==> src/source/decode_pkg.sv <==
package decode_pkg;

    // Field widths of a decoded entry.
    localparam int REG_IDX_W = 5;   // Architectural register index.
    localparam int TAG_W     = 16;  // Stands in for opcode and immediate.

    // Bit positions inside an entry. The valid bit sits at bit 0.
    localparam int ENTRY_VALID_BIT = 0;
    localparam int ENTRY_WEN_BIT   = 1;
    localparam int ENTRY_RS2_LSB   = 2;
    localparam int ENTRY_RS1_LSB   = ENTRY_RS2_LSB + REG_IDX_W;
    localparam int ENTRY_RD_LSB    = ENTRY_RS1_LSB + REG_IDX_W;
    localparam int ENTRY_TAG_LSB   = ENTRY_RD_LSB + REG_IDX_W;
    localparam int ENTRY_W         = ENTRY_TAG_LSB + TAG_W;  // Tag sits on top.

    // Queue slots by default. Must be a power of two and at least 4.
    localparam int DEFAULT_DEPTH = 8;

    typedef logic [REG_IDX_W-1:0] reg_idx_t;
    typedef logic [TAG_W-1:0]     tag_t;
    typedef logic [ENTRY_W-1:0]   dec_entry_t;

    // Field extractors, shared by the selector and the checks.
    function automatic reg_idx_t entry_rd(input dec_entry_t e);
        return e[ENTRY_RD_LSB +: REG_IDX_W];
    endfunction

    function automatic reg_idx_t entry_rs1(input dec_entry_t e);
        return e[ENTRY_RS1_LSB +: REG_IDX_W];
    endfunction

    function automatic reg_idx_t entry_rs2(input dec_entry_t e);
        return e[ENTRY_RS2_LSB +: REG_IDX_W];
    endfunction

    function automatic tag_t entry_tag(input dec_entry_t e);
        return e[ENTRY_TAG_LSB +: TAG_W];
    endfunction

endpackage

==> src/source/decode_issue_top.sv <==
`timescale 1ns/1ps

module decode_issue_top #(
    parameter int DEPTH = decode_pkg::DEFAULT_DEPTH
) (
    input  logic                    clk,
    input  logic                    arst_n,
    input  logic                    flush,
    input  logic [1:0]              enqueue_en,
    input  decode_pkg::dec_entry_t  enqueue_data1,
    input  decode_pkg::dec_entry_t  enqueue_data2,
    output logic [1:0]              issue_en,
    output decode_pkg::dec_entry_t  issue_data1,
    output decode_pkg::dec_entry_t  issue_data2,
    output logic                    full,
    output logic                    empty,
    output logic                    fetch_ready
);

    import decode_pkg::*;

    localparam int CNT_W = $clog2(DEPTH + 1);

    dec_entry_t       head_entry1;
    dec_entry_t       head_entry2;
    logic [CNT_W-1:0] count;
    logic [1:0]       dequeue_en;  // Retire strobe back from the selector.

    decode_queue #(.DEPTH(DEPTH)) u_queue (
        .clk           (clk),
        .arst_n        (arst_n),
        .flush         (flush),
        .enqueue_en    (enqueue_en),
        .enqueue_data1 (enqueue_data1),
        .enqueue_data2 (enqueue_data2),
        .dequeue_en    (dequeue_en),
        .head_entry1   (head_entry1),
        .head_entry2   (head_entry2),
        .count         (count),
        .full          (full),
        .empty         (empty),
        .fetch_ready   (fetch_ready)
    );

    issue_select #(.DEPTH(DEPTH)) u_select (
        .head_entry1 (head_entry1),
        .head_entry2 (head_entry2),
        .count       (count),
        .flush       (flush),
        .dequeue_en  (dequeue_en),
        .issue_en    (issue_en),
        .issue_data1 (issue_data1),
        .issue_data2 (issue_data2)
    );

endmodule

==> src/source/decode_queue.sv <==
`timescale 1ns/1ps

module decode_queue #(
    parameter int DEPTH = decode_pkg::DEFAULT_DEPTH
) (
    input  logic                        clk,
    input  logic                        arst_n,
    input  logic                        flush,
    input  logic [1:0]                  enqueue_en,
    input  decode_pkg::dec_entry_t      enqueue_data1,
    input  decode_pkg::dec_entry_t      enqueue_data2,
    input  logic [1:0]                  dequeue_en,
    output decode_pkg::dec_entry_t      head_entry1,
    output decode_pkg::dec_entry_t      head_entry2,
    output logic [$clog2(DEPTH+1)-1:0]  count,
    output logic                        full,
    output logic                        empty,
    output logic                        fetch_ready
);

    import decode_pkg::*;

    localparam int PTR_W = $clog2(DEPTH);      // Slot index; wraps for free.
    localparam int CNT_W = $clog2(DEPTH + 1);  // Must reach DEPTH itself.

    typedef logic [PTR_W-1:0] ptr_t;
    typedef logic [CNT_W-1:0] cnt_t;

    dec_entry_t ram [DEPTH];  // Entry storage, written in pairs.

    ptr_t head;        // Oldest occupied slot.
    ptr_t tail;        // Next free slot.
    ptr_t head_plus;
    ptr_t tail_plus;
    cnt_t free_slots;
    cnt_t deq_cnt;     // Entries retired at this edge.
    logic do_enq;      // Pair accepted at this edge.
    logic deq_one;
    logic deq_two;

    // Second slot of each pair, modulo DEPTH.
    assign head_plus = head + ptr_t'(1);
    assign tail_plus = tail + ptr_t'(1);

    always_comb begin
        // Only a full pair strobe counts; a lone bit is ignored.
        do_enq  = (enqueue_en == 2'b11) && !full && !flush;
        deq_one = dequeue_en[0] && !flush;
        deq_two = (dequeue_en == 2'b11) && !flush;  // Head+1 only together with head.
        if (deq_two) begin
            deq_cnt = cnt_t'(2);
        end else if (deq_one) begin
            deq_cnt = cnt_t'(1);
        end else begin
            deq_cnt = '0;
        end
    end

    // Pointers and occupancy.
    always_ff @(posedge clk or negedge arst_n) begin
        if (!arst_n) begin
            head  <= '0;
            tail  <= '0;
            count <= '0;
        end else if (flush) begin
            // Redirect: everything in flight is discarded.
            head  <= '0;
            tail  <= '0;
            count <= '0;
        end else begin
            if (do_enq) begin
                tail <= tail + ptr_t'(2);
            end
            head  <= head + ptr_t'(deq_cnt);
            // Enqueue and dequeue may land on the same edge.
            count <= count + (do_enq ? cnt_t'(2) : cnt_t'(0)) - deq_cnt;
        end
    end

    // Entry storage. Retired slots lose their valid bit.
    always_ff @(posedge clk) begin
        if (flush) begin
            for (int i = 0; i < DEPTH; i++) begin
                ram[i][ENTRY_VALID_BIT] <= 1'b0;
            end
        end else begin
            if (deq_one) begin
                ram[head][ENTRY_VALID_BIT] <= 1'b0;
            end
            if (deq_two) begin
                ram[head_plus][ENTRY_VALID_BIT] <= 1'b0;
            end
            // Tail slots are free whenever the pair is accepted, so no clash with head.
            if (do_enq) begin
                ram[tail]      <= enqueue_data1;  // Older entry first.
                ram[tail_plus] <= enqueue_data2;
            end
        end
    end

    assign head_entry1 = ram[head];
    assign head_entry2 = ram[head_plus];

    // Status flags, all from the registered count.
    assign free_slots  = cnt_t'(DEPTH) - count;
    assign empty       = (count == '0);
    assign full        = (free_slots < cnt_t'(2));   // No room for another pair.
    assign fetch_ready = (free_slots >= cnt_t'(4));  // Room for two more pairs.

endmodule

==> src/source/issue_select.sv <==
`timescale 1ns/1ps

module issue_select #(
    parameter int DEPTH = decode_pkg::DEFAULT_DEPTH
) (
    input  decode_pkg::dec_entry_t      head_entry1,
    input  decode_pkg::dec_entry_t      head_entry2,
    input  logic [$clog2(DEPTH+1)-1:0]  count,
    input  logic                        flush,
    output logic [1:0]                  dequeue_en,
    output logic [1:0]                  issue_en,
    output decode_pkg::dec_entry_t      issue_data1,
    output decode_pkg::dec_entry_t      issue_data2
);

    import decode_pkg::*;

    localparam int CNT_W = $clog2(DEPTH + 1);

    reg_idx_t first_rd;
    logic     first_writes;  // Head entry produces a real register result.
    logic     raw_hazard;    // Second entry reads what the first writes.
    logic     slot1;
    logic     slot2;

    assign first_rd = entry_rd(head_entry1);

    // Register x0 is never a real destination.
    assign first_writes = head_entry1[ENTRY_WEN_BIT] && (first_rd != '0);

    assign raw_hazard = first_writes &&
                        ((first_rd == entry_rs1(head_entry2)) ||
                         (first_rd == entry_rs2(head_entry2)));

    always_comb begin
        // An invalid head blocks itself and everything behind it.
        slot1 = !flush &&
                (count >= CNT_W'(1)) &&
                head_entry1[ENTRY_VALID_BIT];
        // Second issue needs the first, a real entry behind it, and no hazard.
        slot2 = slot1 &&
                (count >= CNT_W'(2)) &&
                head_entry2[ENTRY_VALID_BIT] &&
                !raw_hazard;
    end

    // Issue and retire are the same event; no back-pressure downstream.
    assign issue_en   = {slot2, slot1};
    assign dequeue_en = {slot2, slot1};

    assign issue_data1 = head_entry1;
    assign issue_data2 = head_entry2;

endmodule

==> config.mk <==
export PLATFORM = sky130hd
export DESIGN_NAME = decode_issue_top
export DESIGN_NICKNAME = d
export VERILOG_FILES = /design/src/source/decode_pkg.sv /design/src/source/decode_issue_top.sv /design/src/source/decode_queue.sv /design/src/source/issue_select.sv
export SDC_FILE = /design/constraint.sdc
export NUM_CORES = 1
export LEC_CHECK = 0
export BUFFER_PORTS_ARGS = -buffer_cell sky130_fd_sc_hd__buf_2
export CORE_ASPECT_RATIO = 0.7
export CORE_MARGIN = 2
export CORE_UTILIZATION = 50
export CTS_CLUSTER_DIAMETER = 200
export CTS_CLUSTER_SIZE = 30
export DETAILED_ROUTE_END_ITERATION = 6
export GPL_TIMING_DRIVEN = 0
export PLACE_DENSITY = 0.69
export RECOVER_POWER = 50
export REMOVE_ABC_BUFFERS = 1
export SLEW_MARGIN = 20
export SYNTH_ARGS = -nofsm -noshare
export SYNTH_HDL_FRONTEND = slang
export SYNTH_HIERARCHICAL = 1
export SYNTH_SLANG_ARGS = --single-unit
==> constraint.sdc <==
create_clock -name clk -period 15 [get_ports clk]
set_input_delay 0.75 -clock clk [delete_from_list [all_inputs] [get_ports clk]]
set_output_delay 0.75 -clock clk [all_outputs]
set_load 0.005 [all_outputs]
After elaboration in Yosys (flattened, before gate mapping) --
Memories as Yosys holds them, arrays and structs flattened. Cells that the tools add are included.
Word-level totals: bits in registers 10, RAM bits 264, input bits 71, output and inout bits 71, logic and storage cells 71, memories 1
Operators by class: add/subtract/negate cells 7, order comparisons 4, equal/unequal tests 4, multiplexer cells 30, reductions and logical operators 22
Memory list:
- u_queue.ram | depth 8, width 33, read ports 2, clocked after memory_dff 0, write ports 8, RTL line decode_queue.sv:29 | dec_entry_t ram [DEPTH];
Operators by type and width (number):
- $mux 33 | 4
- $reduce_or 33->1 | 4
- $mux 3 | 7
- $mux 1 | 12
- $mux 2 | 6
- $logic_and 1x1->1 | 11
- $eq 5x5->1 | 2
- $add 3x1->3 const B | 2
- $reduce_bool 5->1 | 1
- $add 4x4->4 | 1
- $eq 2x2->1 const B | 2
- $ge 4x1->1 const B | 1
- $ge 4x2->1 const B | 1
- $ge 4x3->1 const B | 1
- $logic_not 4->1 | 1
- $lt 4x2->1 const B | 1
- $mux 4 | 1
- $sub 4x4->4 | 1
- $sub 4x4->4 const A | 1
- $add 3x2->3 const B | 1
- $add 3x3->3 | 1
- $logic_not 1->1 | 3
- $reduce_bool 2->1 | 1
- $logic_or 1x1->1 | 1

Logic depth before layout (Yosys ltp) --
Gate-level depths: netlist (run 1). An unclocked memory read counts as a cell.
word-level depth 14, mapped depth 20, gate-level depth less buffers 17

Cells and area by module --
The synthesis (run 1) kept the hierarchy.
By module, submodules not included:
- decode_queue | times used 1, cells an instance 1043, area an instance 14715.4 sq um, seq. area each 8152.8 sq um
- issue_select | times used 1, cells an instance 93, area an instance 695.7 sq um, seq. area each 0.0 sq um

Worst setup path after synthesis (run 1) --
No wires, ideal clock.
path type flip-flop to flip-flop, from register u_queue.count[1], to memory u_queue/ram[0][10] in the netlist's numbering (enable), library setup time 0.595 ns, data arrival time 6.229 ns, data required time 14.405 ns, setup slack 8.176 ns, cell stages (with the launch flop) 5, path buffers 0, clock period less this slack 6.824 ns, cell sequence dfrtp_1 > inv_1 > ha_1 > nor2_1 > a2111oi_0
RTL lines:
- from (decl) | RTL line decode_queue.sv:15 | output logic [$clog2(DEPTH+1)-1:0] count,
- from (signal assigned) | RTL line decode_queue.sv:76 | count <= count + (do_enq ? cnt_t'(2) : cnt_t'(0)) - deq_cnt;
- to (decl) | RTL line decode_queue.sv:29

Worst setup path after layout (run 1) --
from register u_queue.head[1], to register u_queue.count[3]
On the way: longest elaborated chain between the ends 12, elaborated cells on any way between the ends 20, classes of those cells add/sub: 2; eq/ne: 3; mux: 3; reduce/logical: 11; memory: 1
Ends and longest elaborated chain:
- from (decl) | RTL line decode_queue.sv:31 | ptr_t head;
- from (signal assigned) | RTL line decode_queue.sv:74 | head <= head + ptr_t'(deq_cnt);
- $add 3x1->3 | RTL line decode_queue.sv:42 | assign head_plus = head + ptr_t'(1);
- $mem_v2 8x33 *
- $eq 5x5->1 (on tied branches) | RTL line issue_select.sv:32, issue_select.sv:33
- $logic_or 1x1->1 | RTL line issue_select.sv:32 | ((first_rd == entry_rs1(head_entry2)) ||
- $logic_and 1x1->1 | RTL line issue_select.sv:31 | assign raw_hazard = first_writes &&
- $logic_not 1->1 | RTL line issue_select.sv:44 | !raw_hazard;
- $logic_and 1x1->1 | RTL line issue_select.sv:43 | head_entry2[ENTRY_VALID_BIT] &&
- $eq 2x2->1 | RTL line decode_queue.sv:49 | deq_two = (dequeue_en == 2'b11) && !flush;
- $logic_and 1x1->1 | RTL line decode_queue.sv:49
- $mux 2 * | RTL line decode_queue.sv:50 | if (deq_two) begin
- $sub 4x4->4 * | RTL line decode_queue.sv:76
- $mux 4 * | RTL line decode_queue.sv:65 | end else if (flush) begin
Every way passes the cells marked *; elsewhere a longest branch is shown, timed or not. A chain may end at the register's enable or synchronous reset.

==> impl_metrics.csv, run 1 <==
group,metric,value,unit
sta,finalHoldViolations,0,
sta,fin_skew,22.3,ps
synthesis,syn_area,15400,µm²
outcome,outcome,"finished, violations left",
power,p_leak,5.56,nW
sta,slew_viol_final,59,
critical_path,critPathSlowestCell,"dfrtp_1",
outcome,violations,"max-capacitance violations, max-slew violations",
final_layout,nets,1299,
synthesis,ys.flop_type,"edfxtp_1",
synthesis,synth_edf_count,264,
global_routing,grt_pass1_vias,9258,
sta,rsz0062_at_grt,"no",
synthesis,seq_area_frac_synth,0.529,
synthesis,ys_ff_latch,273,
drt,wl_per_cell,21.9,µm
floorplan,fp.dieW,214,µm
drt,drt_iter0_markers,630,
clock_network,h-tree-depth,1,
sta,finalCritPeriodShare,0.391,
flow_run,cap_viol_max_count,6,
clock_network,root_buffer,"clkbuf_16",
synthesis,yosys.area.top_type,"edfxtp_1",
global_routing,grt_max_degree,53,
sta,slew_headroom,-1.60,
critical_path,end_kind,"flop",
critical_path,critical_path_class,"reg -> reg",
clock_network,cts_buffers,13,
critical_path,crit_top_cell,"xnor2_1",
critical_path,arrival,6240,ps
power,clockPowerShare,0.261,
power,switching_share,0.261,
power,power.total,1.56,mW
clock_network,cts_resized,0,
critical_path,worstPathMaxFanout,29,
synthesis,syn-instance-count,1136,
clock_network,cts_sinks,273,
synthesis,synth.most_common_cell,"and2_1",
power,irDropWorstVdd,0.0794,mV
floorplan,fp.dieArea,32300,µm²
floorplan,io_pins,142,
critical_path,cp-startpoint,"u_queue/head[1]",
placed_design,place_hpwl,25.8,mm
synthesis,synth.top_cells.by_area,"edfxtp_1, and2_1, mux4_2, mux2i_1, buf_4",
sta,worstMarginPinSlew,3800,ps
drt,vias,9313,
clock_network,cts_tree,"built",
global_routing,grt_pass1_wl,54.8,mm
power,powerDensity,93.6,nW/µm²
power,power_frac_seq,0.559,
final_layout,area_growth,7.96,%
sta,final.setup.tns,0,ps
drt,dr.pass1.iters,5,
global_routing,antenna_found_initial,9,
critical_path,path_cells,"buf_16, buf_16, ha_1, xnor2_1, nand2_2, buf_12, o22ai_1, or2_2, xnor2_1, nand3_1, o22ai_1, a311oi_2, nand2_1, fa_1, ha_1, inv_1, fa_1, xnor2_1, nor2_1",
global_routing,grt_usage,0.226,
critical_path,cp.required,15380,ps
floorplan,coreArea,30200,µm²
global_routing,grt-ovfl-total,0,
placed_design,globalplace.congestion,0.787,
drt,antenna_violating_nets_post_route,0,
clock_network,clkTransAtPathRegs,120,ps
power,p_comb_frac,0.179,
clock_network,post_cts_buffers,0,
critical_path,cp-start-kind,"flop",
power,p_sw,406,µW
drt,wl,35.8,mm
placed_design,portBuffers,141,
hold_path,hold_class,"in -> async",
clock_network,cts-hold-fix-buffers,0,
drt,drc,0,
sta,setup_viol,0,
sta,fmax,0.171,GHz
power,intPower,1.15,mW
synthesis,synthArstFlopShare,0.0330,
synthesis,synth_commonest_cells,"and2_1, edfxtp_1, mux2i_1, o22ai_1, buf_4",
sta,layout_min_cycle_time,5860,ps
floorplan,start_util,0.511,
synthesis,synth_cell_types,38,
critical_path,r2r-start,"u_queue/head[1]",
clock_network,cts_buffer_depth,3,
synthesis,avgSynthCellArea,13.6,µm²
floorplan,num_rows,53,
critical_path,cpPeakStageDelay,1150,ps
final_layout,drive_above_1_share,0.269,
drt,vias_per_cell,5.69,
clock_network,clk_latency,490,ps
synthesis,yosys_warnings,6,
floorplan,die_h,151,µm
synthesis,synth_top_area_frac,0.514,
==> placed cells by master, fill, tap and decap left out, drive strengths merged <==
master,Yosys,final
nor2,10,10
fa,3,3
clkinv,0,1
a211oi,1,1
nand2,9,9
nand3,3,3
o22ai,73,73
nor2b,6,6
or3,8,8
xor2,1,1
nand3b,3,3
mux2i,133,133
nand2b,13,13
xnor2,13,13
a21oi,1,1
and2,265,265
mux4,66,66
dfrtp,9,9
nor3b,1,1
nor3,3,3
mux2,34,34
or2,33,33
o21ai,1,1
buf,106,170
nor4,2,2
o32ai,2,2
clkbuf,44,60
edfxtp,264,264
a2111oi,8,8
ha,10,10
a311oi,1,1
diode,0,6
inv,10,11
==> routing by layer <==
| layer | global-route usage | wire length (µm) | up-vias |
|---|---|---|---|
| met1 | 0.313 | 15800 | 4700 |
| met5 | 0 | 34 | - |
| li1 | - | - | 4284 |
| met4 | 0.0420 | 499 | 6 |
| met2 | 0.382 | 17400 | 278 |
| met3 | 0.0377 | 2060 | 45 |
==> area by class of cell <==
type	count	area, µm²
clock inverter	2	38.8
sequential	273	8160
timing repair buffer	214	1240
clock buffer	16	337
antenna	6	15.0
tap	412	515
inverter	10	37.5
fill	2557	13500
multi-input combinational	703	6290
==> per-stage QoR <==
step	std cells	worst slack [ps]	util	instance area, µm²	hold WS (ps)
2_1_floorplan	986	5300	-	14500	454
3_3_place_gp	1539	1220	0.522	15700	583
3_5_place_dp	1612	9590	0.547	16500	582
4_1_cts	1630	9580	0.559	16900	74.3
5_1_grt	1632	8650	0.551	16600	212
6_report	1636	9140	0.551	16600	170
==> critical path: cells and delay by family, from the launching register on <==
kind                       cells  cell delay, ps
and+or+nand+nor                5            1200
DFF                            1            1150
buffers and inverters          4             900
AOI/OAI and AO/OA              3             670
xor gates and xnor gates       3             430
adders and majority gates      4            1320
==> path summary, 6_finish.rpt <==
path / slack [ps] / cells past startpoint / to
max: 9140 / 19 / u_queue/count[3]
min: 170 / 1 / u_queue/head[2]
max reg2reg: 9140 / 19 / u_queue/count[3]
min in group clk: 540 / 2 / u_queue/ram[7][22]
max in group asynchronous: 14460 / 1 / u_queue/head[0]
min reg2reg: 600 / 2 / u_queue/tail[2]
==> cell families (layout without fill, tap and decap cells) <==
logic type               count (synthesis)  in the layout  synth area share
other                                    0              6                 0
XOR/XNOR                                14             14           0.00796
adder cells (fa/ha/maj)                 13             13            0.0120
AND/OR/NAND/NOR                        356            356             0.143
AO/OA/AOI/OAI                           87             87            0.0409
buffers and inverters                  160            242            0.0598
multiplexers                           233            233             0.208
flip-flops                             273            273             0.529
==> sequential cells by signal (all words and copies together) (netlist names) <==
register       flops
u_queue/count      4
u_queue/head       3
u_queue/ram      264
u_queue/tail       2
==> power groups by stage <==
stage | Clock, mW | Sequential, mW | Combinational (mW)
6_report | 0.407 | 0.871 | 0.279
5_1_grt | 0.441 | 0.874 | 0.307
3_3_place_gp | 0 | 0.913 | 0.285
3_5_place_dp | 0 | 0.888 | 0.298
4_1_cts | 0.417 | 0.871 | 0.300
2_1_floorplan | 0 | 0.901 | 0.187
Note: power is estimated with default switching activity, not from simulation.
==> run 2: changes to the inputs <==
--- a/config.mk
+++ b/config.mk
@@ -13,7 +13,7 @@
 export CTS_CLUSTER_SIZE = 30
 export DETAILED_ROUTE_END_ITERATION = 6
 export GPL_TIMING_DRIVEN = 0
-export PLACE_DENSITY = 0.69
+export PLACE_DENSITY = 0.72
 export RECOVER_POWER = 50
 export REMOVE_ABC_BUFFERS = 1
 export SLEW_MARGIN = 20
==> constraint.sdc (replaced) <==
create_clock -name clk -period 5.31 [get_ports clk]
set_input_delay 0.2655 -clock clk [delete_from_list [all_inputs] [get_ports clk]]
set_output_delay 0.2655 -clock clk [all_outputs]
set_load 0.005 [all_outputs]
==> run 2 against run 1 <==
Against the previous run:
- the run still ends with max-capacitance violations, max-slew violations left
- non-clock buffer count rose by 7
- combinational power rose to 2.9 times the previous value
- setup slack got worse by 8800 ps
- clock power rose to 2.8 times the previous value
- critical path depth fell by 1
- sequential cell count did not move
- hold slack got worse by 130 ps
- power rose to 2.8 times the previous value
- clock-buffer cell count did not move
- clock skew rose by 14 ps
- fmax rose by 18%
- largest power group unchanged
==> impl_metrics.csv, run 2 (same netlist as run 1, synthesis figures left out) <==
group,metric,value,unit
outcome,violations,"max-capacitance violations, max-slew violations",
drt,antenna_violating_nets_post_route,0,
clock_network,h-tree-depth,1,
outcome,outcome,"finished, violations left",
floorplan,fp.dieArea,32300,µm²
drt,wl_per_cell,22.3,µm
clock_network,clkTransAtPathRegs,120,ps
critical_path,rr_worst_depth,18,
global_routing,grt_max_degree,50,
critical_path,end_kind,"flop",
clock_network,cts_buffers,13,
floorplan,fp.dieW,214,µm
clock_network,root_buffer,"clkbuf_16",
floorplan,num_rows,53,
power,powerDensity,263,nW/µm²
final_layout,largest_register,"u_queue/ram",
final_layout,drive_above_1_share,0.270,
global_routing,grt_pass1_vias,9401,
placed_design,place_hpwl,26.0,mm
placed_design,globalplace.congestion,0.785,
sta,worstMarginPinSlew,2930,ps
final_layout,mostFrequentLayoutCells,"edfxtp_1, and2_1, buf_2, mux2i_1, o22ai_1",
power,power.total,4.42,mW
critical_path,r2r-end,"u_queue/count[3]",
drt,vias,9353,
clock_network,cts_buffer_depth,3,
flow_run,cap_viol_max_count,4,
critical_path,worstPathMaxFanout,49,
global_routing,grt_pass1_wl,54.8,mm
sta,rsz0062_at_grt,"no",
floorplan,start_util,0.511,
global_routing,grt-ovfl-total,0,
sta,setup_viol,0,
floorplan,coreArea,30200,µm²
sta,slew_headroom,-1.01,
sta,layout_min_cycle_time,4960,ps
drt,vias_per_cell,5.69,
final_layout,nets,1308,
drt,wl,36.7,mm
hold_path,hold_class,"in -> reg",
critical_path,arrival,5340,ps
sta,finalHoldViolations,0,
final_layout,post-route-util,0.558,
sta,fin_skew,36.1,ps
sta,finalCritPeriodShare,0.935,
clock_network,cts_tree,"built",
critical_path,cp.required,5690,ps
global_routing,grt_usage,0.226,
final_layout,reg_top3,"u_queue/ram (264), u_queue/count (4), u_queue/head (3)",
floorplan,die_h,151,µm
placed_design,portBuffers,141,
critical_path,cp-startpoint,"u_queue/head[0]",
sta,slew_viol_final,35,
final_layout,largest_register_ffs,264,
drt,drt_iter0_markers,751,
clock_network,clk_latency,530,ps
critical_path,r2r_setup_slack,350,ps
drt,drc,0,
floorplan,io_pins,142,
power,irDropWorstVdd,0.281,mV
critical_path,crit_end,"u_queue/count[3]",
critical_path,critical_path_class,"reg -> reg",
sta,final.setup.tns,0,ps
critical_path,r2r-start,"u_queue/head[0]",
final_layout,area_growth,9.18,%
sta,fmax,0.201,GHz
drt,dr.pass1.iters,5,
power,p_leak,5.67,nW
clock_network,cts_sinks,273,
critical_path,cp-start-kind,"flop",
global_routing,antenna_found_initial,7,
final_layout,final_common_cell,"edfxtp_1",
## run 2: worst min-delay path by stage
stage | to | slack (ps) | startpoint | cells after the start
3_3_place_gp | u_queue/count[3] | 140 | arst_n | 1
6_report | u_queue/ram[0][31] | 40 | enqueue_data1[31] | 2
3_5_place_dp | u_queue/count[1] | 140 | arst_n | 1
5_1_grt | u_queue/ram[5][26] | 50 | enqueue_data2[26] | 2
4_1_cts | u_queue/ram[0][31] | 30 | enqueue_data1[31] | 2
2_1_floorplan | u_queue/count[0] | -30 | arst_n | 0
## run 2: area by class of cell
type,instances,area (µm²)
fillers,2530,13300
well taps,412,515
diodes,5,12.5
clock inverters,2,38.8
clock buffers,16,337
multi-input cells,705,6380
repair buffers,221,1340
inverters,10,37.5
flip-flops and latches,273,8160
## run 2: routing by layer
layer  global-route usage  part of all wire
met1                0.311              0.43
met2                0.380              0.48
met3               0.0400             0.070
met4               0.0500             0.018
met5                    0            0.0011
## run 2: worst max-delay path, cell delays in order (launching register included)
cell and delay (ps):
dfrtp_4 660, buf_16 320, ha_1 320, xor2_2 350, nand2_4 290, buf_16 260, o22ai_1 160, or2_2 180
xnor2_1 70, nand3_1 80, o22ai_1 150, a311oi_4 430, nand2_1 160, fa_1 520, ha_1 150, inv_1 50
fa_1 400, xnor2_1 170, nor2_1 60
## run 2: where the power goes
part	switching [mW]	leakage (nW)	internal [mW]
Sequential	0.0469	2.65	2.42
Combinational	0.434	2.83	0.371
Clock	0.684	0.180	0.470
## run 2: what timing repair did
action                     CTS  global route
hold endpoints to repair     9             0
setup endpoints to repair    2             2
hold buffers                 1             0
cloned                       1             1
resized for setup            2             3
setup buffers                1             1
## run 2: stage by stage
stage | hold slack, ps | cell area (µm²) | instances | setup slack [ps]
global placement | 136 | 15700 | 1539 | -8850
finish | 35.8 | 16800 | 1644 | 346
global route | 48.3 | 16800 | 1641 | 36.4
floorplan | -30.1 | 14500 | 986 | -4390
CTS | 27.5 | 17000 | 1637 | 14.2
detailed placement | 144 | 16600 | 1616 | -179
==> run 3: changes to the inputs <==
--- a/config.mk
+++ b/config.mk
@@ -9,10 +9,10 @@
 export CORE_ASPECT_RATIO = 0.7
 export CORE_MARGIN = 2
 export CORE_UTILIZATION = 50
+export CTS_BUF_LIST = sky130_fd_sc_hd__clkbuf_2 sky130_fd_sc_hd__clkbuf_4 sky130_fd_sc_hd__clkbuf_8
 export CTS_CLUSTER_DIAMETER = 200
 export CTS_CLUSTER_SIZE = 30
 export DETAILED_ROUTE_END_ITERATION = 6
-export GPL_TIMING_DRIVEN = 0
 export PLACE_DENSITY = 0.72
 export RECOVER_POWER = 50
 export REMOVE_ABC_BUFFERS = 1
==> run 3 against run 2 <==
Against the previous run:
- clock power fell by 21%
- the flow still finishes with violations (max-capacitance violations, max-slew violations)
- global-route usage increased by 0.34 points
- largest cell class unchanged
- critical endpoint unchanged
- setup slack gained 450 ps
- hold slack worse by 18 ps
- critical path type unchanged
- fmax increased by 10%
- combinational power is 0.7% lower
- die area is the same
- sequential share of layout area is 1.4 points higher
- first-iteration DRC count unchanged
- clock skew grew 50 ps
==> impl_metrics.csv, run 3 (same netlist as run 1, synthesis figures left out) <==
group,metric,value,unit
outcome,outcome,"finished, violations left",
outcome,violations,"max-capacitance violations, max-slew violations",
clock_network,root_buffer,"clkbuf_8",
power,p_leak,5.46,nW
final_layout,instances_no_fill,1602,
clock_network,h-tree-depth,1,
drt,antenna_violating_nets_post_route,0,
global_routing,grt-ovfl-total,0,
power,power.total,4.18,mW
hold_path,hold_class,"in -> reg",
sta,finalCritPeriodShare,0.849,
critical_path,end_kind,"flop",
final_layout,reg_top3,"u_queue/ram (264), u_queue/count (4), u_queue/head (3)",
global_routing,grt_usage,0.230,
hold_path,hp-start,"enqueue_data2[28]",
critical_path,r2r-end,"u_queue/count[3]",
drt,wl_per_cell,22.8,µm
final_layout,n_antenna_cell,0,
global_routing,grt_pass1_wl,55.8,mm
critical_path,cp-start-kind,"flop",
floorplan,die_h,151,µm
critical_path,arrival,4990,ps
power,irDropWorstVdd,0.244,mV
critical_path,r2r-start,"u_queue/head[1]",
sta,finalHoldViolations,0,
critical_path,rr_worst_depth,15,
global_routing,grt_max_degree,173,
floorplan,coreArea,30200,µm²
placed_design,globalplace.congestion,0.814,
sta,fin_skew,86.5,ps
final_layout,nets,1271,
sta,layout_min_cycle_time,4510,ps
final_layout,final_area,16300,µm²
placed_design,portBuffers,141,
floorplan,io_pins,142,
critical_path,r2r_setup_slack,800,ps
sta,final.setup.tns,0,ps
critical_path,path_delay_family,"adder cells",
flow_run,cap_viol_max_count,7,
critical_path,cp.required,5790,ps
drt,wl,36.5,mm
sta,rsz0062_at_grt,"no",
drt,drt_iter0_markers,751,
clock_network,clk_latency,570,ps
drt,vias_per_cell,5.84,
sta,fmax,0.222,GHz
sta,slew_headroom,-0.865,
clock_network,cts_tree,"built",
clock_network,cts_buffers,13,
final_layout,largest_register,"u_queue/ram",
hold_path,min_to,"u_queue/ram[7][28]",
drt,vias,9352,
sta,setup_viol,0,
placed_design,place_hpwl,22.9,mm
global_routing,antenna_found_initial,1,
critical_path,critPathSlowestCell,"nand2b_2",
final_layout,area_growth,6.06,%
critical_path,worstPathMaxFanout,27,
final_layout,largest_register_ffs,264,
sta,hold_ws,17.8,ps
power,powerDensity,255,nW/µm²
floorplan,num_rows,53,
final_layout,mostFrequentLayoutCells,"edfxtp_1, and2_1, buf_2, mux2i_1, o22ai_1",
final_layout,post-route-util,0.542,
critical_path,path_cells,"ha_1, nand2b_2, o22ai_1, or2_2, xnor2_1, nand3_1, o22ai_1, a311oi_2, nand2_1, fa_1, ha_1, inv_1, fa_1, xnor2_1, nor2_1",
hold_path,hold_depth,2,
clock_network,cts_sinks,273,
floorplan,start_util,0.511,
placed_design,placed_area,16000,µm²
global_routing,grt_pass1_vias,9408,
placed_design,place_ws,879,ps
final_layout,final_common_cell,"edfxtp_1",
floorplan,fp.dieArea,32300,µm²
critical_path,critPathBufInv,1,
drt,dr.pass1.iters,5,
critical_path,critical_path_class,"reg -> reg",
floorplan,fp.dieW,214,µm
clock_network,clkTransAtPathRegs,200,ps
sta,slew_viol_final,216,
drt,drc,0,
critical_path,cpPeakStageDelay,750,ps
clock_network,cts_buffer_depth,3,
clock_network,cts_resized,0,
final_layout,drive_above_1_share,0.267,
sta,worstMarginPinSlew,2800,ps
sta,setup_slack,800,ps
placed_design,placedCellCount,1562,
final_layout,nFillCells,2573,
run 3: layout make-up:
cell class	instances	area [µm²]	share of cell area
Clock buffer	17	209	0.0128
Clock inverter	1	30.0	0.00184
Inverter	10	37.5	0.00230
Multi-Input combinational cell	703	6300	0.385
Sequential cell	273	8160	0.499
Tap cell	412	515	0.0315
Timing Repair Buffer	186	1090	0.0667
run 3: metal layers:
metal,share of wire,track usage,vias to the layer above,wire length (µm)
li1,-,-,4225,-
met1,0.46,0.339,4778,16600
met2,0.46,0.368,310,16900
met3,0.063,0.0301,39,2310
met4,0.016,0.0469,0,601
met5,0,0,-,0
run 3: how the worst max path moves through the flow:
stage | endpoint | depth (start not counted) | startpoint
final | u_queue/count[3] | 15 | u_queue/head[1]
after floorplan | u_queue/count[3] | 16 | u_queue/head[0]
after detailed placement | u_queue/count[3] | 15 | u_queue/head[1]
after global placement | u_queue/count[3] | 15 | u_queue/head[1]
after global routing | u_queue/count[3] | 15 | u_queue/head[1]
after CTS | u_queue/count[3] | 15 | u_queue/head[1]
run 3: power by group:
group / leakage, nW / total [mW] / switching [mW] / internal (mW)
combinational: 2.69 / 0.799 / 0.434 / 0.365
clock: 0.123 / 0.914 / 0.645 / 0.269
sequential: 2.66 / 2.46 / 0.0436 / 2.42
run 3: timing repair:
item	in CTS	in global routing
endpoints found under the hold margin	63	1
setup buffers	0	0
hold buffers	20	1
